## src/verilog/lt_inverse_pkg.sv

```systemverilog
//~~~~~~~~~~~~~~~~~~~~~~~~~~~~~~~~~~~~~~~~
// fixed-point types, AXI response codes
// and the register map of the inverter
//~~~~~~~~~~~~~~~~~~~~~~~~~~~~~~~~~~~~~~~~
`default_nettype none

package lt_inverse_pkg;

	// entries are Q7.8 two's complement
	localparam int FIX_W = 16;
	localparam int FRAC = 8;
	localparam int ACC_W = 32;

	typedef logic signed [FIX_W-1:0] fix_t;
	typedef logic signed [ACC_W-1:0] acc_t;

	// one quotient bit per step over the shifted numerator
	localparam int DIV_ITER = ACC_W + FRAC;
	localparam int MULT_LAT = 2;

	localparam int AXI_AW = 12;
	localparam int AXI_DW = 32;

	localparam logic [1:0] RESP_OKAY = 2'b00;
	localparam logic [1:0] RESP_SLVERR = 2'b10;

	// control and status registers
	localparam logic [AXI_AW-1:0] REG_CTRL = 12'h000;
	localparam logic [AXI_AW-1:0] REG_STATUS = 12'h004;

	// matrix windows, entry (i,j) at word i*N+j
	localparam logic [AXI_AW-1:0] L_BASE = 12'h100;
	localparam logic [AXI_AW-1:0] X_BASE = 12'h200;

endpackage

`default_nettype wire

```

## src/verilog/lt_inverse_axil.sv

```systemverilog
//~~~~~~~~~~~~~~~~~~~~~~~~~~~~~~~~~~~~~~~~
// AXI4-Lite slave and register decoder
//~~~~~~~~~~~~~~~~~~~~~~~~~~~~~~~~~~~~~~~~
`timescale 1ns/10ps
`default_nettype none

module lt_inverse_axil import lt_inverse_pkg::*; #(
	parameter int N = 4
) (
	input logic ifc_lt_inverse,
	input logic arst_n,
	input logic [AXI_AW-1:0] awaddr,
	input logic awvalid,
	output logic awready,
	input logic [AXI_DW-1:0] wdata,
	input logic [AXI_DW/8-1:0] wstrb,
	input logic wvalid,
	output logic wready,
	output logic [1:0] bresp,
	output logic bvalid,
	input logic bready,
	input logic [AXI_AW-1:0] araddr,
	input logic arvalid,
	output logic arready,
	output logic [AXI_DW-1:0] rdata,
	output logic [1:0] rresp,
	output logic rvalid,
	input logic rready,
	output logic start,
	output logic l_we,
	output logic [$clog2(N*N)-1:0] l_idx,
	output fix_t l_wdata,
	input fix_t l_rdata,
	input fix_t x_rdata,
	input logic busy,
	input logic done,
	input logic fault
);

	localparam int IDX_W = $clog2(N*N);

	logic aw_have;
	logic w_have;
	logic rd_pend;
	logic start_pend;
	logic wr_fire;
	logic [AXI_AW-1:0] aw_q;
	logic [AXI_AW-1:0] ar_q;
	logic [AXI_DW-1:0] w_q;
	logic [AXI_DW/8-1:0] ws_q;

	function automatic logic in_win(logic [AXI_AW-1:0] a, logic [AXI_AW-1:0] base);
		return a >= base && a < base + AXI_AW'(4*N*N);
	endfunction

	function automatic logic [IDX_W-1:0] word(logic [AXI_AW-1:0] a, logic [AXI_AW-1:0] base);
		logic [AXI_AW-1:0] off;
		off = (a - base) >> 2;
		return off[IDX_W-1:0];
	endfunction

	// a write needs both halves and waits while a read holds the index
	assign wr_fire = aw_have && w_have && !bvalid && !rd_pend && !arready;

	always_ff @(posedge ifc_lt_inverse or negedge arst_n) begin
		if (!arst_n) begin
			awready <= 1'b0;
			wready <= 1'b0;
			arready <= 1'b0;
			aw_have <= 1'b0;
			w_have <= 1'b0;
			rd_pend <= 1'b0;
			bvalid <= 1'b0;
			rvalid <= 1'b0;
			start_pend <= 1'b0;
			start <= 1'b0;
			l_we <= 1'b0;
		end else begin
			awready <= awvalid && !awready && !aw_have && !bvalid;
			wready <= wvalid && !wready && !w_have && !bvalid;
			arready <= arvalid && !arready && !rd_pend && !rvalid && !(aw_have && w_have);
			l_we <= 1'b0;
			start <= bvalid && bready && start_pend;
			if (awvalid && awready) aw_have <= 1'b1;
			if (wvalid && wready) w_have <= 1'b1;
			if (wr_fire) begin
				aw_have <= 1'b0;
				w_have <= 1'b0;
				bvalid <= 1'b1;
				start_pend <= 1'b0;
				bresp <= RESP_SLVERR;
				if (aw_q == REG_CTRL) begin
					bresp <= RESP_OKAY;
					start_pend <= w_q[0] && ws_q[0];
				end else if (in_win(aw_q, L_BASE) && ws_q[1:0] == 2'b11 && !busy) begin
					// only the lower triangle holds entries of L
					if (word(aw_q, L_BASE) / N >= word(aw_q, L_BASE) % N) begin
						bresp <= RESP_OKAY;
						l_we <= 1'b1;
					end
				end
			end else if (bvalid && bready) begin
				bvalid <= 1'b0;
			end
			if (arvalid && arready) rd_pend <= 1'b1;
			if (rd_pend && !rvalid) begin
				rd_pend <= 1'b0;
				rvalid <= 1'b1;
			end else if (rvalid && rready) begin
				rvalid <= 1'b0;
			end
		end
	end

	always_ff @(posedge ifc_lt_inverse) begin
		if (awvalid && awready) aw_q <= awaddr;
		if (wvalid && wready) begin
			w_q <= wdata;
			ws_q <= wstrb;
		end
		if (arvalid && arready) begin
			ar_q <= araddr;
			// X_BASE sits a whole number of windows above L_BASE so one offset indexes both
			l_idx <= word(araddr, L_BASE);
		end else if (wr_fire) begin
			l_idx <= word(aw_q, L_BASE);
			l_wdata <= fix_t'(w_q[FIX_W-1:0]);
		end
		if (rd_pend && !rvalid) begin
			rresp <= RESP_OKAY;
			if (ar_q == REG_CTRL) rdata <= '0;
			else if (ar_q == REG_STATUS) rdata <= AXI_DW'({fault, done, busy});
			else if (in_win(ar_q, L_BASE)) rdata <= AXI_DW'(l_rdata);
			else if (in_win(ar_q, X_BASE)) rdata <= AXI_DW'(x_rdata);
			else begin
				rdata <= '0;
				rresp <= RESP_SLVERR;
			end
		end
	end

	a_bvalid_hold: assert property (@(posedge ifc_lt_inverse) disable iff (!arst_n)
		bvalid && !bready |=> bvalid);

endmodule

`default_nettype wire

```

## config.mk

```make
export PLATFORM = sky130hd
export DESIGN_NAME = lt_inverse_axil
export DESIGN_NICKNAME = d
export VERILOG_FILES = /design/src/verilog/lt_inverse_pkg.sv /design/src/verilog/lt_inverse_axil.sv
export SDC_FILE = /design/constraint.sdc
export NUM_CORES = 1
export LEC_CHECK = 0
export ABC_AREA = 1
export BUFFER_PORTS_ARGS = -buffer_cell sky130_fd_sc_hd__buf_2
export CORE_ASPECT_RATIO = 0.75
export CORE_UTILIZATION = 45
export CTS_BUF_LIST = sky130_fd_sc_hd__clkbuf_8 sky130_fd_sc_hd__clkbuf_16
export CTS_CLUSTER_DIAMETER = 120
export DETAILED_ROUTE_END_ITERATION = 10
export PLACE_DENSITY_LB_ADDON = 0.3
export SLEW_MARGIN = 0
export SYNTH_ARGS = -nofsm -noshare
export SYNTH_HDL_FRONTEND = slang
export SYNTH_SLANG_ARGS = --single-unit
export TNS_END_PERCENT = 1
```

## constraint.sdc

```tcl
create_clock -name ifc_lt_inverse -period 1.7 [get_ports ifc_lt_inverse]
set_input_delay 0.17 -clock ifc_lt_inverse [delete_from_list [all_inputs] [get_ports ifc_lt_inverse]]
set_output_delay 0.17 -clock ifc_lt_inverse [all_outputs]
set_load 0.02 [all_outputs]
```

==> impl_metrics.tcl <==
set metrics [dict create \
    synth.avg_cell_area_um2 12.86 \
    period_needed_ns 1.431 \
    holdBufCountCts 45 \
    die_area_um2 8456 \
    p_leak_nw 2.253 \
    vias_per_cell 4.476 \
    max_stage_delay_ns 0.42 \
    required_ns 1.82 \
    cts_tree "built" \
    clk_pin_slew_worst_paths_ns 0.10 \
    synth_top_cell_by_area "edfxtp_1" \
    dpl.hpwl_um 4993 \
    routedWlPerCell_um 12.72 \
    rows 28 \
    ys_seq_area_share_pct 73.56 \
    root_buffer "clkbuf_8" \
    num_antenna_cells 0 \
    start_util_pct 46.38 \
    clock_latency_ns 0.36 \
    combPwrFrac_pct 25.5 \
    setup_viol 0 \
    area_growth_pct 36.89 \
    drt.antenna.violating_nets 0 \
    rr_worst_depth 5 \
    finalInstanceArea_um2 4982 \
    p_per_area_nw_per_um2 1224 \
    synth.top_cell.area_share_pct 66.00 \
    clockBufferDepth 2 \
    hold_path_class "input port to flip-flop" \
    drtIter0Drc 108 \
    ys_warn_count 0 \
    fin_worst_hold_slack_ns 0.04002 \
    grt_overflow_total 0 \
    netSwitchingFraction_pct 33.75 \
    rsz0062_at_grt "no" \
    ys_types 23 \
    crit_fanout 27 \
    portBuffers 144 \
    grt_pass1_wl_um 11650 \
    nFillCells 611 \
    cts_max_level 3 \
    gp_congestion 0.7433 \
    finClkSkew_ns 0.009133 \
    critPathLaunchType "flip-flop" \
    drv_cap 0 \
    r2r-end "rresp[1]$_SDFFCE_PP0P_" \
    grt_max_degree 28 \
    cp_top_family "simple AND/OR/NAND/NOR gates" \
    worstSetupPathType "flip-flop to flip-flop" \
    cts_buffers 9 \
    cp_num_cells 5 \
    pwr-share-seq_pct 51.4 \
    clockPowerShare_pct 23.1 \
    fin_nets 570 \
    io_pins 165 \
    cp_slowest_cell "edfxtp_1" \
    synthCells 283 \
    cts_resized 0 \
    dr.pass1.iters 4 \
    die_w_um 105.9 \
    clock.fmax_mhz 699.0 \
    vias 2578 \
    rrSetupSlack_ns 0.27 \
    drc 0 \
    p_int_mw 4.039 \
    routed_wl_um 7329 \
    core_um2 7848 \
    final_common_cell "buf_2" \
    grt_usage_pct 18.60 \
    cts_sinks 91 \
    endpoint "rresp[1]$_SDFFCE_PP0P_" \
    final_hold_viol_count 0 \
    antenna_found_initial 0 \
    dieHeight_um 79.89 \
    peakVddDrop_mv 0.5898 \
    grt_pass1_vias 2479 \
    status "finished clean" \
    synthTopCellsByArea "edfxtp_1 66%, dfrtp_1 7.6%, nand2_1 5.7%, nand3_1 4.3%, buf_4 3.9%" \
    endpoint_kind "flip-flop" \
    rr_startpoint "ar_q[11]$_DFFE_PP_" \
    drive_gt1_share_pct 37.37 \
    netlist_area_um2 3640 \
    setup_tns_ns 0 \
    path_cells "nor2_4 > and2_4 > o21ai_1 > nand2_1 > inv_1" \
    final_util_pct 63.49 \
    ys_seq_elements 91 \
    path_buf_inv 1 \
    startpoint "ar_q[11]$_DFFE_PP_" \
    worst_ep_arrival_time_ns 1.55 \
    cts_setup_buffers 0 \
    min_period_over_period_pct 84.15 \
    switching_power_mw 2.057 \
    dpl_cell_area_um2 4340 \
    slew_viol_final 0 \
    layout_common_cells "144 x buf_2, 80 x edfxtp_1, 55 x nand2_1" \
]
-- worst reg2reg max path: stages (launching register included) --
cell,delay [ns]
edfxtp_1,0.42
nor2_4,0.21
and2_4,0.34
o21ai_1,0.11
nand2_1,0.08
inv_1,0.03
-- area by class of cell --
type | instances | area [um2] | area share [%]
sequential | 91 | 2678 | 53.74
timing repair buffer | 194 | 1209 | 24.26
multi-input combinational | 139 | 656.9 | 13.18
tap | 105 | 131.4 | 2.637
clock buffer | 9 | 123.9 | 2.486
inverter | 31 | 116.4 | 2.336
clock inverter | 7 | 67.56 | 1.356
-- layer usage --
layer,global-route usage [%],vias up,wire [um]
met3,6.122,6,418
met4,6.111,0,53
met5,0,-,0
met2,32.55,87,3661
li1,-,1308,-
met1,21.73,1177,3196
-- metrics by stage --
| step | instances | worst slack (ns) | power [mW] |
|---|---|---|---|
| floorplan | 284 | 0.2117 | 4.196 |
| global placement | 515 | 0.3062 | 4.627 |
| detailed placement | 515 | 0.2673 | 4.670 |
| CTS | 576 | 0.2482 | 6.157 |
| global route | 576 | 0.1465 | 6.426 |
| finish | 576 | 0.2695 | 6.096 |
-- registers in the layout, indices dropped and copies added (netlist names) --
signal and count:
start_pend 1, l_wdata 16, arready 1, rvalid 1, l_idx 4, bresp 1, aw_have 1, rresp 1
start 1, ws_q 2, l_we 1, aw_q 12, w_q 16, w_have 1, awready 1, rdata 16
bvalid 1, wready 1, ar_q 12, rd_pend 1
-- cell usage after synthesis, drive strengths merged --
cell / count
a21oi: 2
and2: 1
and3: 1
buf: 23
conb: 1
dfrtp: 11
edfxtp: 80
ha: 2
inv: 31
nand2: 55
nand3: 34
nand3b: 1
nand4: 6
nor2: 26
nor3: 3
o21ai: 6
-- cell families after synthesis --
kind of cell | share of synthesized area [%]
buf+inv | 8.491
simple gates | 16.05
other cells | 0.1030
flops | 73.56
compound gates | 1.100
fa+ha+maj | 0.6874
-- power groups by stage --
stage	Clock, mW	Sequential (mW)	Combinational [mW]
floorplan	0	3.51	0.688
global placement	0	3.16	1.46
detailed placement	0	3.18	1.49
CTS	1.45	3.14	1.57
global route	1.53	3.18	1.71
finish	1.41	3.13	1.56
-- worst min-delay path by stage --
stage	start	end	cells past startpoint
finish	awvalid	awready$_DFF_PN0_	3
global route	awvalid	awready$_DFF_PN0_	3
CTS	awvalid	awready$_DFF_PN0_	3
detailed placement	arst_n	l_we$_DFF_PN0_	1
global placement	arst_n	aw_have$_DFFE_PN0P_	1
floorplan	arst_n	arready$_DFF_PN0_	0
(Power assumes the default switching activity.)
