<file path="src/verilog/lt_inverse_pkg.sv">
//~~~~~~~~~~~~~~~~~~~~~~~~~~~~~~~~~~~~~~~~
// fixed-point types, AXI response codes
// and the register map of the inverter
//~~~~~~~~~~~~~~~~~~~~~~~~~~~~~~~~~~~~~~~~
`default_nettype none

package lt_inverse_pkg;

	// entries are Q7.8 two's complement
	localparam int FIX_W = 16;
	localparam int FRAC = 8;
	localparam int ACC_W = 32;

	typedef logic signed [FIX_W-1:0] fix_t;
	typedef logic signed [ACC_W-1:0] acc_t;

	// one quotient bit per step over the shifted numerator
	localparam int DIV_ITER = ACC_W + FRAC;
	localparam int MULT_LAT = 2;

	localparam int AXI_AW = 12;
	localparam int AXI_DW = 32;

	localparam logic [1:0] RESP_OKAY = 2'b00;
	localparam logic [1:0] RESP_SLVERR = 2'b10;

	// control and status registers
	localparam logic [AXI_AW-1:0] REG_CTRL = 12'h000;
	localparam logic [AXI_AW-1:0] REG_STATUS = 12'h004;

	// matrix windows, entry (i,j) at word i*N+j
	localparam logic [AXI_AW-1:0] L_BASE = 12'h100;
	localparam logic [AXI_AW-1:0] X_BASE = 12'h200;

endpackage

`default_nettype wire

</file>
<file path="src/verilog/ifc_array_op.sv">
//~~~~~~~~~~~~~~~~~~~~~~~~~~~~~~~~~~~~~~~~
// issue/done link to an arithmetic unit
//~~~~~~~~~~~~~~~~~~~~~~~~~~~~~~~~~~~~~~~~
`timescale 1ns/10ps
`default_nettype none

interface ifc_array_op #(
	type a_t = logic,
	type b_t = logic,
	type r_t = logic
) (
	input logic ifc_lt_inverse,
	input logic arst_n
);

	logic en;
	logic issue;
	a_t opa;
	b_t opb;
	r_t result;
	logic done;

	// the sequencer side
	modport client (
		input ifc_lt_inverse, arst_n, result, done,
		output en, issue, opa, opb
	);

	modport unit (
		input ifc_lt_inverse, arst_n, en, issue, opa, opb,
		output result, done
	);

endinterface

`default_nettype wire

</file>
<file path="src/verilog/array_mult.sv">
//~~~~~~~~~~~~~~~~~~~~~~~~~~~~~~~~~~~~~~~~
// lane-parallel pipelined multiplier
//~~~~~~~~~~~~~~~~~~~~~~~~~~~~~~~~~~~~~~~~
`timescale 1ns/10ps
`default_nettype none

module array_mult import lt_inverse_pkg::*; #(
	type a_t = fix_t,
	type b_t = fix_t [1:0],
	type r_t = acc_t [1:0]
) (
	ifc_array_op.unit op
);

	localparam int LANES = $bits(b_t) / FIX_W;

	r_t prod_q;
	r_t res_q;
	logic v1_q;
	logic v2_q;
	logic [1:0] inflight_q;

	// valid bits follow the data through both stages
	always_ff @(posedge op.ifc_lt_inverse or negedge op.arst_n) begin
		if (!op.arst_n) begin
			v1_q <= 1'b0;
			v2_q <= 1'b0;
		end else if (op.en) begin
			v1_q <= op.issue;
			v2_q <= v1_q;
		end
	end

	always_ff @(posedge op.ifc_lt_inverse) begin
		if (op.en) begin
			for (int i = 0; i < LANES; i++) begin
				prod_q[i] <= acc_t'(op.opa) * acc_t'($signed(op.opb[i]));
				// floor of the product in Q.8
				res_q[i] <= $signed(prod_q[i]) >>> FRAC;
			end
		end
	end

	assign op.result = res_q;
	assign op.done = v2_q && op.en;

	// count of items between issue and done
	always_ff @(posedge op.ifc_lt_inverse or negedge op.arst_n) begin
		if (!op.arst_n) begin
			inflight_q <= '0;
		end else begin
			inflight_q <= inflight_q + 2'(op.issue && op.en) - 2'(op.done);
		end
	end

	a_done_has_issue: assert property (@(posedge op.ifc_lt_inverse) disable iff (!op.arst_n)
		op.done |-> inflight_q != 2'd0);

endmodule

`default_nettype wire

</file>
<file path="src/flat_wrapper.sv">
// flat-port wrapper written by rule: the top's interface ports become plain ports
module array_mult_flat import lt_inverse_pkg::*;
#(
	type a_t = fix_t,
	type b_t = fix_t [1:0],
	type r_t = acc_t [1:0]
)
  (ifc_lt_inverse, arst_n, op_en, op_issue, op_opa, op_opb, op_result, op_done);
  ifc_array_op #(.a_t(a_t), .b_t(b_t), .r_t(r_t)) op_i (.ifc_lt_inverse(ifc_lt_inverse), .arst_n(arst_n));
  input wire logic ifc_lt_inverse;
  input wire logic arst_n;
  input wire logic [$bits(op_i.en)-1:0] op_en;
  input wire logic [$bits(op_i.issue)-1:0] op_issue;
  input wire logic [$bits(op_i.opa)-1:0] op_opa;
  input wire logic [$bits(op_i.opb)-1:0] op_opb;
  output wire logic [$bits(op_i.result)-1:0] op_result;
  output wire logic [$bits(op_i.done)-1:0] op_done;
  assign op_i.en = op_en;
  assign op_i.issue = op_issue;
  assign op_i.opa = op_opa;
  assign op_i.opb = op_opb;
  assign op_result = op_i.result;
  assign op_done = op_i.done;
  array_mult #(.a_t(a_t), .b_t(b_t), .r_t(r_t)) u_core (.op(op_i));
endmodule
</file>
<file path="config.mk">
export PLATFORM = sky130hd
export DESIGN_NAME = array_mult_flat
export DESIGN_NICKNAME = d
export VERILOG_FILES = /design/src/verilog/lt_inverse_pkg.sv /design/src/verilog/ifc_array_op.sv /design/src/verilog/array_mult.sv /design/src/flat_wrapper.sv
export SDC_FILE = /design/constraint.sdc
export NUM_CORES = 1
export LEC_CHECK = 0
export BUFFER_PORTS_ARGS = -buffer_cell sky130_fd_sc_hd__buf_2
export CAP_MARGIN = 20
export CORE_ASPECT_RATIO = 1.1
export CORE_MARGIN = 2
export CORE_UTILIZATION = 50
export CTS_CLUSTER_DIAMETER = 40
export DETAILED_ROUTE_END_ITERATION = 10
export GPL_ROUTABILITY_DRIVEN = 0
export GPL_TIMING_DRIVEN = 1
export PLACE_DENSITY = 0.66
export SYNTH_ARGS = -nofsm -noshare
export SYNTH_HDL_FRONTEND = slang
export SYNTH_SLANG_ARGS = --single-unit
</file>
<file path="constraint.sdc">
create_clock -name ifc_lt_inverse -period 0.85 [get_ports ifc_lt_inverse]
set_input_delay 0.17 -clock ifc_lt_inverse [delete_from_list [all_inputs] [get_ports ifc_lt_inverse]]
set_output_delay 0.17 -clock ifc_lt_inverse [all_outputs]
set_load 0.005 [all_outputs]
</file>
==> flow_metrics.py, run 1 <==
metrics = {
    "outcome": {
        "status": "finished with violations",
        "violations": "negative setup slack",
    },
    "cts": {
        "cts_buffer_depth": 2,
        "path_clk_slew_ps": 70,
        "clock_latency_ps": 370,
        "tritoncts": "built",
        "h-tree-depth": 3,
        "cts-buffers-inserted": 9,
        "clock_sinks": 98,
        "cts_root_buffer": "clkbuf_16",
    },
    "routing": {
        "first_iter_violations": 809,
        "wl_microns": 51510,
        "highest_layer": "met4",
        "vias_per_cell": 4.988,
        "post_drt_wl_per_cell_microns": 16.01,
        "drc": 0,
        "wl_met3_microns": 2171,
        "drt_pre_antenna_iters": 7,
        "dr_wl_met2_microns": 27110,
        "final_antenna_net_count": 0,
        "vias": 16050,
        "wl_met1_microns": 20970,
    },
    "timing": {
        "finClkSkew_ps": 2.950,
        "fmax_mhz": 186.3,
        "worstMarginPinSlew_ps": 468.3,
        "holdWs_ps": 34.59,
        "hold_violations": 0,
        "setup_slack_ps": -4516,
        "maxSlewHeadroom_pct": 68.65,
        "maxSlewViolCount": 0,
        "period_minus_slack_ps": 5366,
        "rsz0062_at_grt": "true",
        "final.period_utilization_pct": 631.3,
        "setup_viol_count_final": 114,
    },
    "min_path": {
        "holdPathEnd": "u_core.v1_q$_DFFE_PN0P_",
        "hold_start": "op_issue",
        "hold_path.class": "in2reg",
        "holdPathStages": 2,
    },
    "finish": {
        "drive_above_1_share_pct": 28.78,
        "final_nets": 3365,
        "final_area_sq_um": 28500,
        "syn_to_final_growth_pct": 28.19,
        "antenna_cells": 0,
    },
    "die": {
        "core-area_sq_um": 44190,
        "ios": 117,
        "dieWidth_microns": 205.0,
        "rows": 81,
        "start_util_pct": 50.31,
        "fp.dieArea_sq_um": 46160,
        "die_y_microns": 225.1,
    },
    "worst_setup_path": {
        "worstPathRequired_ps": 980,
        "endpoint_kind": "flop",
        "worstPathArrival_ps": 5490,
        "crit_type": "in2reg",
        "cp_max_fo": 4,
        "r2r_start": "u_core.v2_q$_DFFE_PN0P_",
        "rr_worst_depth": 2,
        "r2r-end": "u_core.v2_q$_DFFE_PN0P_",
        "start_kind": "input pin",
        "rrSetupSlack_ps": -20,
    },
    "synth": {
        "dominantRegCellSynth": "edfxtp_1",
        "synth.most_common_cell": "inv_1",
        "synth_edf_count": 96,
        "synth_area_leaders": "fa_1 47%, edfxtp_1 13%, inv_1 9.7%, ha_1 8.9%, and2_1 7.0%",
        "synth_cell_type_count": 50,
        "synth_common_cells": "572 x inv_1, 522 x fa_1, 247 x and2_1",
        "avgSynthCellArea_sq_um": 10.04,
        "syn_nets": 2945,
        "synth.top_cell.area_share_pct": 47.01,
        "syn_inst": 2213,
        "synth_seq_cells": 98,
        "yosysWarnings": 0,
        "synth-async-reset-ratio_pct": 2.041,
        "yosys.area.top_type": "fa_1",
        "ys_seq_area_share_pct": 13.19,
        "netlist_area_sq_um": 22230,
    },
    "grt": {
        "antenna_found_initial": 0,
        "grt_max_degree": 46,
        "overflow": 0,
        "grt_pass1_wl_microns": 86330,
        "first_global_vias": 18180,
        "track_usage_pct": 23.88,
    },
    "placed_design": {
        "port_buffers": 116,
        "dpl_cell_area_sq_um": 26190,
        "place_hpwl_microns": 42140,
    },
    "run": {
        "cap_violations": 0,
    },
}
==> state kept, by name, summed over array words and instances, names as in the netlist <==
signal and cells:
u_core.op.result 48, u_core.prod_q 48, u_core.v1_q 1, u_core.v2_q 1
==> layout make-up <==
| type | count | area [sq um] |
|---|---|---|
| multi-input cells | 1447 | 17900 |
| repair buffers | 505 | 4473 |
| fillers | 3564 | 15690 |
| flip-flops and latches | 98 | 2933 |
| well taps | 581 | 726.9 |
| inverters | 572 | 2155 |
| clock buffers | 9 | 225.2 |
| clock inverters | 6 | 82.58 |
==> cells in the final DEF, fill, tap and decap left out, types with 18 or more instances in the layout <==
cell / n
a21oi_2: 18
fa_1: 494
buf_4: 309
and2_4: 35
edfxtp_1: 96
ha_1: 118
inv_1: 538
buf_12: 25
and2_1: 212
xnor2_1: 46
buf_2: 64
inv_2: 32
nor2_1: 31
nand2_1: 224
a21o_1: 21
fa_2: 28
buf_6: 87
ha_4: 33
==> cells by family (layout without fill, tap and decap cells) <==
group	Yosys count	after routing	synth area share, %
adder cells (fa/ha/maj)	680	680	55.90
buffers and inverters	668	1092	11.55
flip-flops	98	98	13.19
XOR/XNOR	67	67	2.640
AND/OR/NAND/NOR	580	580	13.05
multiplexers	2	2	0.1013
AO/OA/AOI/OAI	118	118	3.563
==> layer usage <==
| metal | global-route usage, % | up-vias |
|---|---|---|
| met2 | 42.14 | 355 |
| met4 | 7.032 | 0 |
| met1 | 30.81 | 8328 |
| met5 | 0 | - |
| met3 | 3.036 | 67 |
| li1 | - | 7300 |
==> critical path, cell delays in order <==
cell	delay [ps]
buf_12	100
buf_12	100
buf_8	110
nand2_4	50
fa_1	540
inv_2	40
fa_1	560
fa_1	470
fa_1	510
fa_1	510
inv_2	40
fa_1	490
inv_2	50
ha_4	260
and3_4	210
nand3_4	70
or4_4	460
a211oi_4	230
buf_6	160
o21ai_4	90
buf_6	140
xnor2_2	110
==> per-stage QoR <==
stage                     utilization (%)  instances  setup TNS (ps)  setup WS [ps]
after CTS                           63.23       3203         -213990          -4506
final                               64.49       3218         -212530          -4516
after global placement              59.27       3129         -224470          -4985
after global routing                64.49       3218         -221880          -4619
after detailed placement            59.27       3129         -228630          -5132
after floorplan                         -       2213         -192650          -4505
==> timing repair <==
item / in CTS / in global routing
endpoints found under the hold margin: 2 / 0
hold buffers: 1 / 0
setup endpoints to repair: 113 / 114
setup buffers: 57 / 21
pin swaps: 134 / 91
gates cloned: 3 / 0
gates resized for setup: 219 / 127
==> how the worst max path moves through the flow <==
stage / to / slack (ps) / cells after the start / startpoint
2_1_floorplan: u_core.prod_q[23]$_DFFE_PP_ / -4510 / 20 / op_opa[10]
3_5_place_dp: u_core.prod_q[63]$_DFFE_PP_ / -5130 / 18 / op_opa[10]
3_3_place_gp: u_core.prod_q[63]$_DFFE_PP_ / -4980 / 18 / op_opa[10]
5_1_grt: u_core.prod_q[63]$_DFFE_PP_ / -4620 / 22 / op_opa[11]
6_report: u_core.prod_q[29]$_DFFE_PP_ / -4520 / 22 / op_opa[6]
4_1_cts: u_core.prod_q[62]$_DFFE_PP_ / -4510 / 23 / op_opa[5]
Power of run 1 is not shown: default switching activity piles up to over one toggle a cycle in this logic, so the estimate is an artifact.
==> run 2, diff against run 1 <==
GPL_TIMING_DRIVEN = 0   (was 1)
==> run 2 against run 1 <==
The run still ends with negative setup slack left. Count of clock-buffer cells in the layout is the same. Clock skew grew 2.9 ps. Sequential cell count is the same. Die area is the same. Register-to-register slack gained 130 ps. Hold slack gained 62 ps. Critical path depth is the same. Utilization shrank 1.1 points. Via count shrank 0.81%. Setup slack lost 110 ps. Sequential share of layout area grew 0.18 points. Final area shrank 1.7%. Critical path type unchanged. Critical endpoint unchanged.
==> flow_metrics.py, run 2 (synthesis gave the netlist of run 1 again) <==
metrics = {
    "routing": {
        "first_iter_violations": 991,
        "wl_met1_microns": 21930,
        "wl_met3_microns": 3847,
        "highest_layer": "met4",
        "vias": 15920,
        "dr_wl_met2_microns": 28730,
        "post_drt_wl_per_cell_microns": 18.16,
        "final_antenna_net_count": 0,
        "drt_pre_antenna_iters": 6,
        "vias_per_cell": 5.177,
        "wl_microns": 55850,
        "drc": 0,
    },
    "worst_setup_path": {
        "rrSetupSlack_ps": 110,
        "crit_type": "in2reg",
        "r2r-end": "u_core.v2_q$_DFFE_PN0P_",
        "cp_max_fo": 5,
        "worstPathRequired_ps": 990,
        "r2r_start": "u_core.v1_q$_DFFE_PN0P_",
        "start_kind": "input pin",
        "rr_worst_depth": 1,
        "worstPathArrival_ps": 5610,
        "endpoint_kind": "flop",
    },
    "die": {
        "fp.dieArea_sq_um": 46160,
        "start_util_pct": 50.31,
        "dieWidth_microns": 205.0,
        "die_y_microns": 225.1,
        "rows": 81,
        "core-area_sq_um": 44190,
        "ios": 117,
    },
    "cts": {
        "cts_root_buffer": "clkbuf_16",
        "cts-buffers-inserted": 9,
        "cts_buffer_depth": 2,
        "clock_latency_ps": 380,
        "h-tree-depth": 3,
        "path_clk_slew_ps": 70,
        "clock_sinks": 98,
        "tritoncts": "built",
    },
    "placed_design": {
        "port_buffers": 116,
        "place_hpwl_microns": 43480,
    },
    "grt": {
        "grt_max_degree": 46,
        "overflow": 0,
        "antenna_found_initial": 3,
        "grt_pass1_wl_microns": 89900,
        "track_usage_pct": 25.71,
        "first_global_vias": 17660,
    },
    "timing": {
        "hold_violations": 0,
        "setup_slack_ps": -4622,
        "holdWs_ps": 96.80,
        "maxSlewViolCount": 0,
        "fmax_mhz": 182.8,
        "final.period_utilization_pct": 643.7,
        "rsz0062_at_grt": "true",
        "finClkSkew_ps": 5.840,
        "maxSlewHeadroom_pct": 68.29,
        "setup_viol_count_final": 113,
        "period_minus_slack_ps": 5472,
        "worstMarginPinSlew_ps": 475.6,
    },
    "min_path": {
        "hold_path.class": "in2async",
    },
    "outcome": {
        "violations": "negative setup slack",
        "status": "finished with violations",
    },
    "finish": {
        "syn_to_final_growth_pct": 26.02,
        "layout_common_cells": "534 x inv_1, 496 x fa_1, 222 x nand2_1",
        "final_nets": 3219,
        "mostFrequentLayoutCell": "inv_1",
        "drive_above_1_share_pct": 24.36,
        "n_fill_cell": 3606,
    },
    "run": {
        "cap_violations": 0,
    },
}
==> run 2: changes by cell type in the layout (fill, tap and decap cells not counted), sizes merged <==
cell and change:
diode +2, clkinv +1, dlygate4sd3 +1, buf -211, clkbuf +64, inv +2, clkinvlp -2
==> run 2: how the worst max path moves through the flow <==
stage,end,slack (ps),depth (start not counted),start
6_report,u_core.prod_q[29]$_DFFE_PP_,-4620,22,op_opa[5]
2_1_floorplan,u_core.prod_q[23]$_DFFE_PP_,-4510,20,op_opa[10]
3_5_place_dp,u_core.prod_q[62]$_DFFE_PP_,-5520,19,op_opa[10]
5_1_grt,u_core.prod_q[62]$_DFFE_PP_,-4760,24,op_opb[20]
3_3_place_gp,u_core.prod_q[62]$_DFFE_PP_,-5530,21,op_opa[10]
4_1_cts,u_core.prod_q[63]$_DFFE_PP_,-4550,21,op_opa[5]
==> run 2: through the flow <==
stage / setup WS, ps / utilization (%) / instance area [sq um] / setup TNS (ps) / instances
2_1_floorplan: -4505 / - / 23150 / -192650 / 2213
3_3_place_gp: -5526 / 55.35 / 24460 / -372220 / 2910
3_5_place_dp: -5521 / 55.42 / 24490 / -273210 / 2911
4_1_cts: -4553 / 60.76 / 26850 / -216130 / 3017
5_1_grt: -4759 / 63.39 / 28010 / -226910 / 3074
6_report: -4622 / 63.40 / 28010 / -217300 / 3075
==> run 2: final cells by class <==
cell class / instances / area (sq um) / area share (%)
repair buffers: 263 / 2409 / 8.598
well taps: 581 / 726.9 / 2.595
flip-flops and latches: 98 / 2933 / 10.47
inverters: 572 / 2150 / 7.673
clock inverters: 7 / 91.34 / 0.3261
multi-input cells: 1447 / 17860 / 63.77
clock buffers: 9 / 225.2 / 0.8040
plain buffers: 96 / 1610 / 5.748
diodes: 2 / 5.005 / 0.01787
==> run 2: timing repair <==
item,4_1_cts,5_1_grt
setup buffers,84,54
pin swaps,79,121
cloned,4,2
hold buffers,2,0
resized for setup,273,201
hold endpoints to repair,3,0
endpoints found under the setup margin,168,143
==> run 2: critical path, cell delays in order <==
cell and delay, ps:
buf_12 110, clkbuf_16 150, and2_4 140, fa_1 550
inv_2 50, fa_1 560, inv_2 40, fa_1 540
fa_1 440, fa_1 510, inv_2 40, fa_1 490
inv_2 50, ha_4 270, and3_4 190, nand3_2 70
or4_4 470, a211oi_4 260, buf_6 160, o21ai_4 70
buf_4 160, xnor2_1 110
==> run 2: routing by layer <==
metal	global-route usage (%)	vias up
li1	-	7008
met3	4.338	87
met2	43.78	503
met1	33.83	8322
met5	0	-
met4	7.728	0
Power of run 2 is left out for the same reason.
