===== config.mk =====
export PLATFORM = sky130hd
export DESIGN_NAME = array_div_flat
export DESIGN_NICKNAME = d
export VERILOG_FILES = /design/src/verilog/lt_inverse_pkg.sv /design/src/verilog/ifc_array_op.sv /design/src/verilog/array_div.sv /design/src/flat_wrapper.sv
export SDC_FILE = /design/constraint.sdc
export NUM_CORES = 1
export LEC_CHECK = 0
export ABC_AREA = 0
export BUFFER_PORTS_ARGS = -buffer_cell sky130_fd_sc_hd__buf_2
export CAP_MARGIN = 30
export CORE_MARGIN = 2
export CORE_UTILIZATION = 35
export DETAILED_ROUTE_END_ITERATION = 8
export PLACE_DENSITY = 0.56
export SLEW_MARGIN = 10
export SYNTH_ARGS = -nofsm -noshare
export SYNTH_HDL_FRONTEND = slang
export SYNTH_SLANG_ARGS = --single-unit

===== constraint.sdc =====
create_clock -name ifc_lt_inverse -period 7.91 [get_ports ifc_lt_inverse]
set_input_delay 0.791 -clock ifc_lt_inverse [delete_from_list [all_inputs] [get_ports ifc_lt_inverse]]
set_output_delay 0.791 -clock ifc_lt_inverse [all_outputs]
set_load 0.05 [all_outputs]

===== src/verilog/lt_inverse_pkg.sv =====
//~~~~~~~~~~~~~~~~~~~~~~~~~~~~~~~~~~~~~~~~
// fixed-point types, AXI response codes
// and the register map of the inverter
//~~~~~~~~~~~~~~~~~~~~~~~~~~~~~~~~~~~~~~~~
`default_nettype none

package lt_inverse_pkg;

	// entries are Q7.8 two's complement
	localparam int FIX_W = 16;
	localparam int FRAC = 8;
	localparam int ACC_W = 32;

	typedef logic signed [FIX_W-1:0] fix_t;
	typedef logic signed [ACC_W-1:0] acc_t;

	// one quotient bit per step over the shifted numerator
	localparam int DIV_ITER = ACC_W + FRAC;
	localparam int MULT_LAT = 2;

	localparam int AXI_AW = 12;
	localparam int AXI_DW = 32;

	localparam logic [1:0] RESP_OKAY = 2'b00;
	localparam logic [1:0] RESP_SLVERR = 2'b10;

	// control and status registers
	localparam logic [AXI_AW-1:0] REG_CTRL = 12'h000;
	localparam logic [AXI_AW-1:0] REG_STATUS = 12'h004;

	// matrix windows, entry (i,j) at word i*N+j
	localparam logic [AXI_AW-1:0] L_BASE = 12'h100;
	localparam logic [AXI_AW-1:0] X_BASE = 12'h200;

endpackage

`default_nettype wire


===== src/verilog/ifc_array_op.sv =====
//~~~~~~~~~~~~~~~~~~~~~~~~~~~~~~~~~~~~~~~~
// issue/done link to an arithmetic unit
//~~~~~~~~~~~~~~~~~~~~~~~~~~~~~~~~~~~~~~~~
`timescale 1ns/10ps
`default_nettype none

interface ifc_array_op #(
	type a_t = logic,
	type b_t = logic,
	type r_t = logic
) (
	input logic ifc_lt_inverse,
	input logic arst_n
);

	logic en;
	logic issue;
	a_t opa;
	b_t opb;
	r_t result;
	logic done;

	// the sequencer side
	modport client (
		input ifc_lt_inverse, arst_n, result, done,
		output en, issue, opa, opb
	);

	modport unit (
		input ifc_lt_inverse, arst_n, en, issue, opa, opb,
		output result, done
	);

endinterface

`default_nettype wire


===== src/verilog/array_div.sv =====
//~~~~~~~~~~~~~~~~~~~~~~~~~~~~~~~~~~~~~~~~
// lane-parallel sequential divider
//~~~~~~~~~~~~~~~~~~~~~~~~~~~~~~~~~~~~~~~~
`timescale 1ns/10ps
`default_nettype none

module array_div import lt_inverse_pkg::*; #(
	type a_t = acc_t [1:0],
	type b_t = fix_t,
	type r_t = fix_t [1:0]
) (
	ifc_array_op.unit op
);

	localparam int LANES = $bits(r_t) / FIX_W;
	localparam int Q_W = ACC_W + FRAC;

	logic busy_q;
	logic [$clog2(DIV_ITER+1)-1:0] cnt_q;
	logic done_q;
	logic [FIX_W-1:0] dvs_q;
	logic [LANES-1:0] neg_q;
	logic [Q_W-1:0] q_q [LANES];
	logic [FIX_W-1:0] rem_q [LANES];
	logic [Q_W-1:0] q_d [LANES];
	logic [FIX_W-1:0] rem_d [LANES];
	r_t res_q;

	// one restoring step per lane
	always_comb begin
		for (int i = 0; i < LANES; i++) begin
			logic [FIX_W:0] sh;
			sh = {rem_q[i], q_q[i][Q_W-1]};
			if (sh >= {1'b0, dvs_q}) begin
				rem_d[i] = FIX_W'(sh - {1'b0, dvs_q});
				q_d[i] = {q_q[i][Q_W-2:0], 1'b1};
			end else begin
				rem_d[i] = sh[FIX_W-1:0];
				q_d[i] = {q_q[i][Q_W-2:0], 1'b0};
			end
		end
	end

	always_ff @(posedge op.ifc_lt_inverse or negedge op.arst_n) begin
		if (!op.arst_n) begin
			busy_q <= 1'b0;
			cnt_q <= '0;
			done_q <= 1'b0;
		end else if (op.en) begin
			done_q <= 1'b0;
			if (!busy_q && op.issue) begin
				busy_q <= 1'b1;
				cnt_q <= '0;
			end else if (busy_q) begin
				if (cnt_q == DIV_ITER) begin
					busy_q <= 1'b0;
					done_q <= 1'b1;
				end else begin
					cnt_q <= cnt_q + 1'b1;
				end
			end
		end
	end

	always_ff @(posedge op.ifc_lt_inverse) begin
		if (op.en) begin
			if (!busy_q && op.issue) begin
				dvs_q <= op.opb;
				for (int i = 0; i < LANES; i++) begin
					// magnitude of the numerator, shifted by FRAC
					neg_q[i] <= op.opa[i][ACC_W-1];
					q_q[i] <= {(op.opa[i][ACC_W-1] ? -op.opa[i] : op.opa[i]),
						{FRAC{1'b0}}};
					rem_q[i] <= '0;
				end
			end else if (busy_q && cnt_q != DIV_ITER) begin
				for (int i = 0; i < LANES; i++) begin
					q_q[i] <= q_d[i];
					rem_q[i] <= rem_d[i];
				end
			end else if (busy_q) begin
				// truncation toward zero, wrapped to the entry width
				for (int i = 0; i < LANES; i++) begin
					res_q[i] <= neg_q[i] ? -q_q[i][FIX_W-1:0] : q_q[i][FIX_W-1:0];
				end
			end
		end
	end

	assign op.result = res_q;
	assign op.done = done_q;

	a_issue_idle: assert property (@(posedge op.ifc_lt_inverse) disable iff (!op.arst_n)
		op.issue && op.en |-> !busy_q);

endmodule

`default_nettype wire


===== src/flat_wrapper.sv =====
// flat-port wrapper written by rule: the top's interface ports become plain ports
module array_div_flat import lt_inverse_pkg::*;
#(
	type a_t = acc_t [1:0],
	type b_t = fix_t,
	type r_t = fix_t [1:0]
)
  (ifc_lt_inverse, arst_n, op_en, op_issue, op_opa, op_opb, op_result, op_done);
  ifc_array_op #(.a_t(a_t), .b_t(b_t), .r_t(r_t)) op_i (.ifc_lt_inverse(ifc_lt_inverse), .arst_n(arst_n));
  input wire logic ifc_lt_inverse;
  input wire logic arst_n;
  input wire logic [$bits(op_i.en)-1:0] op_en;
  input wire logic [$bits(op_i.issue)-1:0] op_issue;
  input wire logic [$bits(op_i.opa)-1:0] op_opa;
  input wire logic [$bits(op_i.opb)-1:0] op_opb;
  output wire logic [$bits(op_i.result)-1:0] op_result;
  output wire logic [$bits(op_i.done)-1:0] op_done;
  assign op_i.en = op_en;
  assign op_i.issue = op_issue;
  assign op_i.opa = op_opa;
  assign op_i.opb = op_opb;
  assign op_result = op_i.result;
  assign op_done = op_i.done;
  array_div #(.a_t(a_t), .b_t(b_t), .r_t(r_t)) u_core (.op(op_i));
endmodule

==> results.json, run 1 <==
{
  "outcome": "finished, final reports clean",
  "multi_input_area_sq_mm": 0.00453,
  "required_ns": 8.07,
  "min_path_type": "in -> async",
  "slew-limit-headroom": 0.391,
  "seq_area_sq_mm": 0.00506,
  "final_cells": 1427,
  "n_fill_cell": 2744,
  "viasPerCell": 4.99,
  "synth_top_area_frac": 0.493,
  "synth_xor_area_frac": 0.102,
  "skew_ns": 0.0153,
  "grt_pass1_wl_mm": 36.2,
  "ir_drop_mv": 0.153,
  "yosys.area_share.simple": 0.138,
  "clock-root-buffer": "clkbuf_16",
  "cts_setup_buffers": 0,
  "finalHoldViolations": 0,
  "numClockSinks": 170,
  "grt_pass1_vias": 6975,
  "setup_viol": 0,
  "clk_latency_ns": 0.43,
  "vias": 7120,
  "synth_mux_area_frac": 0.0243,
  "grt-ovfl-total": 0,
  "power_density_mw_per_mm2": 235,
  "synth.area.top_cells": "edfxtp_1, xor2_1, o21ai_0, nand2_1, ha_1",
  "path_clk_slew_ns": 0.07,
  "power_leakage_uw": 0.00433,
  "coreArea_sq_mm": 0.0278,
  "die_w_um": 172,
  "die-area_sq_mm": 0.0296,
  "synth_edf_count": 162,
  "syn_to_final_growth_pct": 15.5,
  "start_util": 0.355,
  "crit_path_start_kind": "flip-flop",
  "rows": 61,
  "ys_async_sr_fraction": 0.0471,
  "seq_area_frac_synth": 0.513,
  "synth_top_family_by_area": "compound AO/OA/AOI/OAI gates",
  "gp_congestion": 0.809,
  "worstReg2RegStart": "u_core.dvs_q[5]$_DFFE_PP_",
  "timing.setup.tns_ns": 0,
  "r2r_cells": 10,
  "rsz0062_at_grt": "no",
  "clock_path_buffers": 2,
  "synth_cells": 934,
  "antenna_found_initial": 1,
  "cts_made_buffers": 17,
  "dr.pass1.iters": 5,
  "cp_max_fo": 12,
  "drt_iter0_drc": 461,
  "cts_tree": "yes",
  "synth.avg_cell_area_sq_um": 10.6,
  "r2r-end": "u_core.rem_q[0][22]$_SDFFCE_PN0P_",
  "worst_ep_arrival_time_ns": 3.44,
  "port_buffers": 116,
  "route.detailed.drc": 0,
  "yosysWarnings": 0,
  "slew_viol_final": 0,
  "critPathKind": "reg -> reg",
  "synth_compound_area_frac": 0.140,
  "ctsHoldBuffers": 0,
  "regToRegSetupSlack_ns": 4.63,
  "startpoint": "u_core.dvs_q[5]$_DFFE_PP_",
  "antenna_left": 0,
  "die_y_um": 172,
  "h-tree-depth": 4,
  "crit_path_end_kind": "flip-flop",
  "synth_fp_nets": 1058,
  "tightestPinTransition_ns": 0.914,
  "fin_crit_ns": 3.28,
  "fin_nets": 1160,
  "ys_types": 57,
  "wl_per_cell_um": 15.4,
  "drive_gt1_frac": 0.163,
  "fmax_ghz": 0.305,
  "grt_usage": 0.156,
  "io_pins": 117,
  "dpl.hpwl_mm": 15.8,
  "finalWirelength_mm": 22.0,
  "ys.flop_type": "edfxtp_1",
  "n_antenna_cell": 0,
  "post_cts_resized": 0,
  "cap_viol_max_count": 0,
  "fin_crit_sh": 0.415,
  "dp_cells": 1395,
  "yosys_register_bits": 170,
  "synthAdderAreaFrac": 0.0522,
  "grt_max_degree": 78,
  "syn-cell-area_sq_mm": 0.00987,
  "yosys.area.top_type": "edfxtp_1"
}
[through the flow]
step,worst slack [ns],total power (uW),hold WS [ns],utilization,instance area (sq um)
2_1_floorplan,3.39,1710,0.453,-,9870
3_3_place_gp,4.43,1870,0.460,0.390,10800
3_5_place_dp,4.38,1880,0.464,0.390,10800
4_1_cts,4.64,2700,0.184,0.410,11400
5_1_grt,4.28,2840,0.187,0.410,11400
6_report,4.63,2680,0.191,0.410,11400
[cell usage in the layout, fill, tap and decap left out, types with 3 or more instances in the layout]
master	netlist	final
ha_1	38	38
nand2b_1	8	8
o31ai_1	29	29
clkinv_2	0	4
buf_2	2	116
o211ai_1	3	3
a21o_1	8	8
mux2i_1	24	24
xor2_1	69	69
clkbuf_16	0	17
o22ai_1	4	4
xnor2_1	46	46
nor2_1	56	56
nor2b_1	6	6
nor3_1	4	3
nand4_1	7	7
inv_8	0	3
a211oi_1	8	8
o41ai_1	14	14
edfxtp_1	162	162
clkinvlp_4	0	3
and2_1	11	11
inv_6	0	3
or4_1	7	7
nand3_1	11	11
dfrtp_1	8	8
o21ai_0	104	104
or3_1	18	18
buf_4	1	7
a21oi_1	29	29
nand2_1	127	127
o21a_1	4	4
o21ai_1	4	4
or2_2	4	4
nor4_1	5	4
inv_1	36	35
nand3b_1	4	4
or4_4	3	3
and3_1	3	3
[how the worst max path moves through the flow]
stage	endpoint	slack, ns
after floorplan	u_core.op.result[0]$_DFFE_PP_	3.39
after global routing	u_core.rem_q[0][11]$_SDFFCE_PN0P_	4.28
after global placement	u_core.q_q[0][34]$_DFFE_PP_	4.43
after detailed placement	u_core.q_q[0][38]$_DFFE_PP_	4.38
final	u_core.rem_q[0][22]$_SDFFCE_PN0P_	4.63
after CTS	u_core.rem_q[0][11]$_SDFFCE_PN0P_	4.64
[layer usage]
metal / track usage / wire (um) / up-vias / share of wire
met3: 0.0304 / 821 / 21 / 0.037
li1: - / - / 3612 / -
met2: 0.244 / 10100 / 126 / 0.46
met1: 0.222 / 10800 / 3361 / 0.49
met4: 0.0395 / 245 / 0 / 0.011
met5: 0 / 0 / - / 0
[critical path, stage by stage, from the launching register on]
cell and delay, ns:
edfxtp_1 0.32, inv_1 0.09, ha_1 0.43, nand4_1 0.23
a211oi_1 0.42, nor3b_1 0.16, o31ai_1 0.39, a41oi_2 0.35
buf_4 0.32, mux2i_1 0.23, nor2_1 0.07
[synthesized netlist by cell type, drive strengths merged (10+ instances only)]
library cell  number
o21ai            108
or4               10
or3               20
edfxtp           162
inv               36
clkbuf            35
nor2              56
mux2i             24
nand3             11
ha                38
a21oi             29
xor2              69
nand2            127
o41ai             14
xnor2             46
and2              11
o31ai             30
[kinds of logic after synthesis]
kind of cell | Yosys count
AOI/OAI and AO/OA | 224
buffers and inverters | 76
and+or+nand+nor | 285
muxes | 24
xor gates and xnor gates | 115
adders and majority gates | 40
DFF | 170
[report_power, final]
group	switching [uW]	internal, uW	total [uW]
clock	376	441	817
sequential	68.0	1150	1220
combinational	385	255	639
[registers in the layout, indices dropped and copies added, names as in the netlist]
signal and count:
u_core.q_q 80, u_core.dvs_q 16, u_core.op.result 32, u_core.busy_q 1, u_core.op.done 1, u_core.rem_q 32
u_core.cnt_q 6, u_core.neg_q 2
[layout make-up]
type | count | share of cell area
clock buffers | 17 | 0.0373
clock inverters | 15 | 0.0124
inverters | 36 | 0.0121
multi-input cells | 688 | 0.397
flip-flops and latches | 170 | 0.444
well taps | 378 | 0.0415
repair buffers | 123 | 0.0555
Power figures use the tool's default switching activity.
==> run 2: changes to the inputs <==
--- a/config.mk
+++ b/config.mk
@@ -11,7 +11,7 @@
 export CORE_MARGIN = 2
 export CORE_UTILIZATION = 35
 export DETAILED_ROUTE_END_ITERATION = 8
-export PLACE_DENSITY = 0.56
+export PLACE_DENSITY = 0.57
 export SLEW_MARGIN = 10
 export SYNTH_ARGS = -nofsm -noshare
 export SYNTH_HDL_FRONTEND = slang
==> constraint.sdc (replaced) <==
create_clock -name ifc_lt_inverse -period 2.9 [get_ports ifc_lt_inverse]
set_input_delay 0.29 -clock ifc_lt_inverse [delete_from_list [all_inputs] [get_ports ifc_lt_inverse]]
set_output_delay 0.29 -clock ifc_lt_inverse [all_outputs]
set_load 0.05 [all_outputs]
==> results.json, run 2 (synthesized netlist as in run 1, its figures left out) <==
{
  "grt-ovfl-total": 0,
  "fmax_ghz": 0.364,
  "start_util": 0.355,
  "slew-limit-headroom": 0.540,
  "path_buf_inv": 2,
  "crit_path_end_kind": "flip-flop",
  "final_cells": 1456,
  "cp_cell_sequence": "ha_2, nand3b_1, a211oi_2, nor3b_2, o31ai_1, buf_4, a41oi_2, buf_12, nand2b_1, o21ai_0",
  "worst_ep_arrival_time_ns": 3.01,
  "largest_reg_flops": 80,
  "path_delay_family": "compound AO/OA/AOI/OAI gates",
  "dpl.hpwl_mm": 15.9,
  "clk_latency_ns": 0.43,
  "worstReg2RegStart": "u_core.rem_q[0][17]$_SDFFCE_PN0P_",
  "p_int_uw": 5080,
  "min_path_type": "in -> reg",
  "antenna_left": 0,
  "combPwrFrac": 0.249,
  "power_leakage_uw": 0.00449,
  "grt_usage": 0.153,
  "design_area_sq_mm": 0.0117,
  "hold_depth": 1,
  "required_ns": 3.16,
  "grt_pass1_vias": 6892,
  "critPathKind": "reg -> reg",
  "slowest_stage": "edfxtp_1",
  "net-switching-power_uw": 2320,
  "postPlaceCellArea_sq_mm": 0.0111,
  "power_density_mw_per_mm2": 629,
  "hold_end": "u_core.dvs_q[8]$_DFFE_PP_",
  "r2r_cells": 10,
  "fin_nets": 1189,
  "die-area_sq_mm": 0.0296,
  "cts_made_buffers": 17,
  "finalHoldViolations": 0,
  "ir_drop_mv": 0.397,
  "die_y_um": 172,
  "critPathMaxStageDelay_ns": 0.40,
  "numClockSinks": 170,
  "fin_crit_sh": 0.947,
  "path_clk_slew_ns": 0.07,
  "outcome": "finished, final reports clean",
  "mostFrequentLayoutCells": "edfxtp_1, nand2_1, buf_2, o21ai_0, xor2_1",
  "h-tree-depth": 4,
  "power.switching_fraction": 0.313,
  "rows": 61,
  "crit_path_start_kind": "flip-flop",
  "route.detailed.drc": 0,
  "grt_pass1_wl_mm": 35.6,
  "clock-root-buffer": "clkbuf_16",
  "slew_viol_final": 0,
  "pwr-share-clk": 0.300,
  "final.setup.worst_slack_ns": 0.154,
  "dr_wl_met3_um": 841,
  "cap_viol_max_count": 0,
  "pre_cts_ws_ns": -0.0384,
  "final_common_cell": "edfxtp_1",
  "setup_viol": 0,
  "vias": 7225,
  "met2_length_mm": 10.0,
  "coreArea_sq_mm": 0.0278,
  "drt_iter0_drc": 457,
  "hold_start": "op_opb[8]",
  "wl_per_cell_um": 15.1,
  "dr.pass1.iters": 4,
  "cts_tree": "yes",
  "n_antenna_cell": 0,
  "tightestPinTransition_ns": 0.684,
  "grt_max_degree": 124,
  "regToRegSetupSlack_ns": 0.15,
  "clock_path_buffers": 2,
  "dp_cells": 1422,
  "gp_congestion": 0.828,
  "p_seq_frac": 0.450,
  "rsz0062_at_grt": "no",
  "cp_max_fo": 18,
  "viasPerCell": 4.96,
  "finalWirelength_mm": 22.1,
  "skew_ns": 0.0160,
  "port_buffers": 116,
  "syn_to_final_growth_pct": 19.0,
  "die_w_um": 172,
  "drive_gt1_frac": 0.192,
  "r2r-end": "u_core.rem_q[0][30]$_SDFFCE_PN0P_",
  "io_pins": 117,
  "wl_met1_mm": 10.8,
  "fin_crit_ns": 2.75,
  "top_layer": "met5",
  "antenna_found_initial": 3,
  "top_register": "u_core.q_q"
}
-- run 2: power by group through the flow --
stage / logic (uW) / clock network [uW] / registers (uW)
3_5_place_dp: 1840 / 0 / 3380
5_1_grt: 2100 / 2380 / 3370
4_1_cts: 1850 / 2300 / 3330
3_3_place_gp: 1810 / 0 / 3370
6_report: 1840 / 2220 / 3330
2_1_floorplan: 1330 / 0 / 3340
-- run 2: layout make-up --
type / instances / area, sq um
Clock buffer: 17 / 425
Clock inverter: 15 / 155
Fill cell: 2737 / 16000
Inverter: 36 / 139
Multi-Input combinational cell: 688 / 4580
Sequential cell: 170 / 5060
Tap cell: 378 / 473
Timing Repair Buffer: 152 / 916
-- run 2: metrics by stage --
stage | hold WS (ns) | utilization | total power [uW] | TNS [ns]
after detailed placement | 0.147 | 0.400 | 5220 | -0.0991
final | 0.0361 | 0.423 | 7390 | 0
after floorplan | -0.00559 | - | 4670 | -55.24
after global routing | 0.0109 | 0.423 | 7840 | 0
after CTS | 0.0154 | 0.421 | 7470 | 0
after global placement | 0.147 | 0.400 | 5180 | -0.0273
-- run 2: timing repair --
item	CTS	global route
hold buffers	1	0
endpoints found under the setup margin	0	21
gates resized for setup	0	9
buffers inserted	0	1
hold endpoints to repair	8	0
-- run 2: per-layer routing --
layer,GRT usage,vias to the layer above
li1,-,3676
met1,0.214,3404
met2,0.238,120
met3,0.0355,21
met4,0.0413,4
met5,0,-
-- run 2: how the worst max path moves through the flow --
stage,startpoint,end,slack [ns],cells past startpoint
final,u_core.rem_q[0][17]$_SDFFCE_PN0P_,u_core.rem_q[0][30]$_SDFFCE_PN0P_,0.15,10
after global routing,u_core.rem_q[0][19]$_SDFFCE_PN0P_,u_core.rem_q[0][31]$_SDFFCE_PN0P_,0.009,10
after CTS,u_core.rem_q[0][21]$_SDFFCE_PN0P_,u_core.rem_q[0][30]$_SDFFCE_PN0P_,0.006,10
after detailed placement,op_opa[17],u_core.q_q[0][34]$_DFFE_PP_,-0.04,8
after global placement,op_opa[17],u_core.q_q[0][38]$_DFFE_PP_,-0.02,8
after floorplan,u_core.cnt_q[0]$_DFFE_PN0P_,u_core.q_q[0][0]$_SDFFCE_PN0P_,-0.47,9
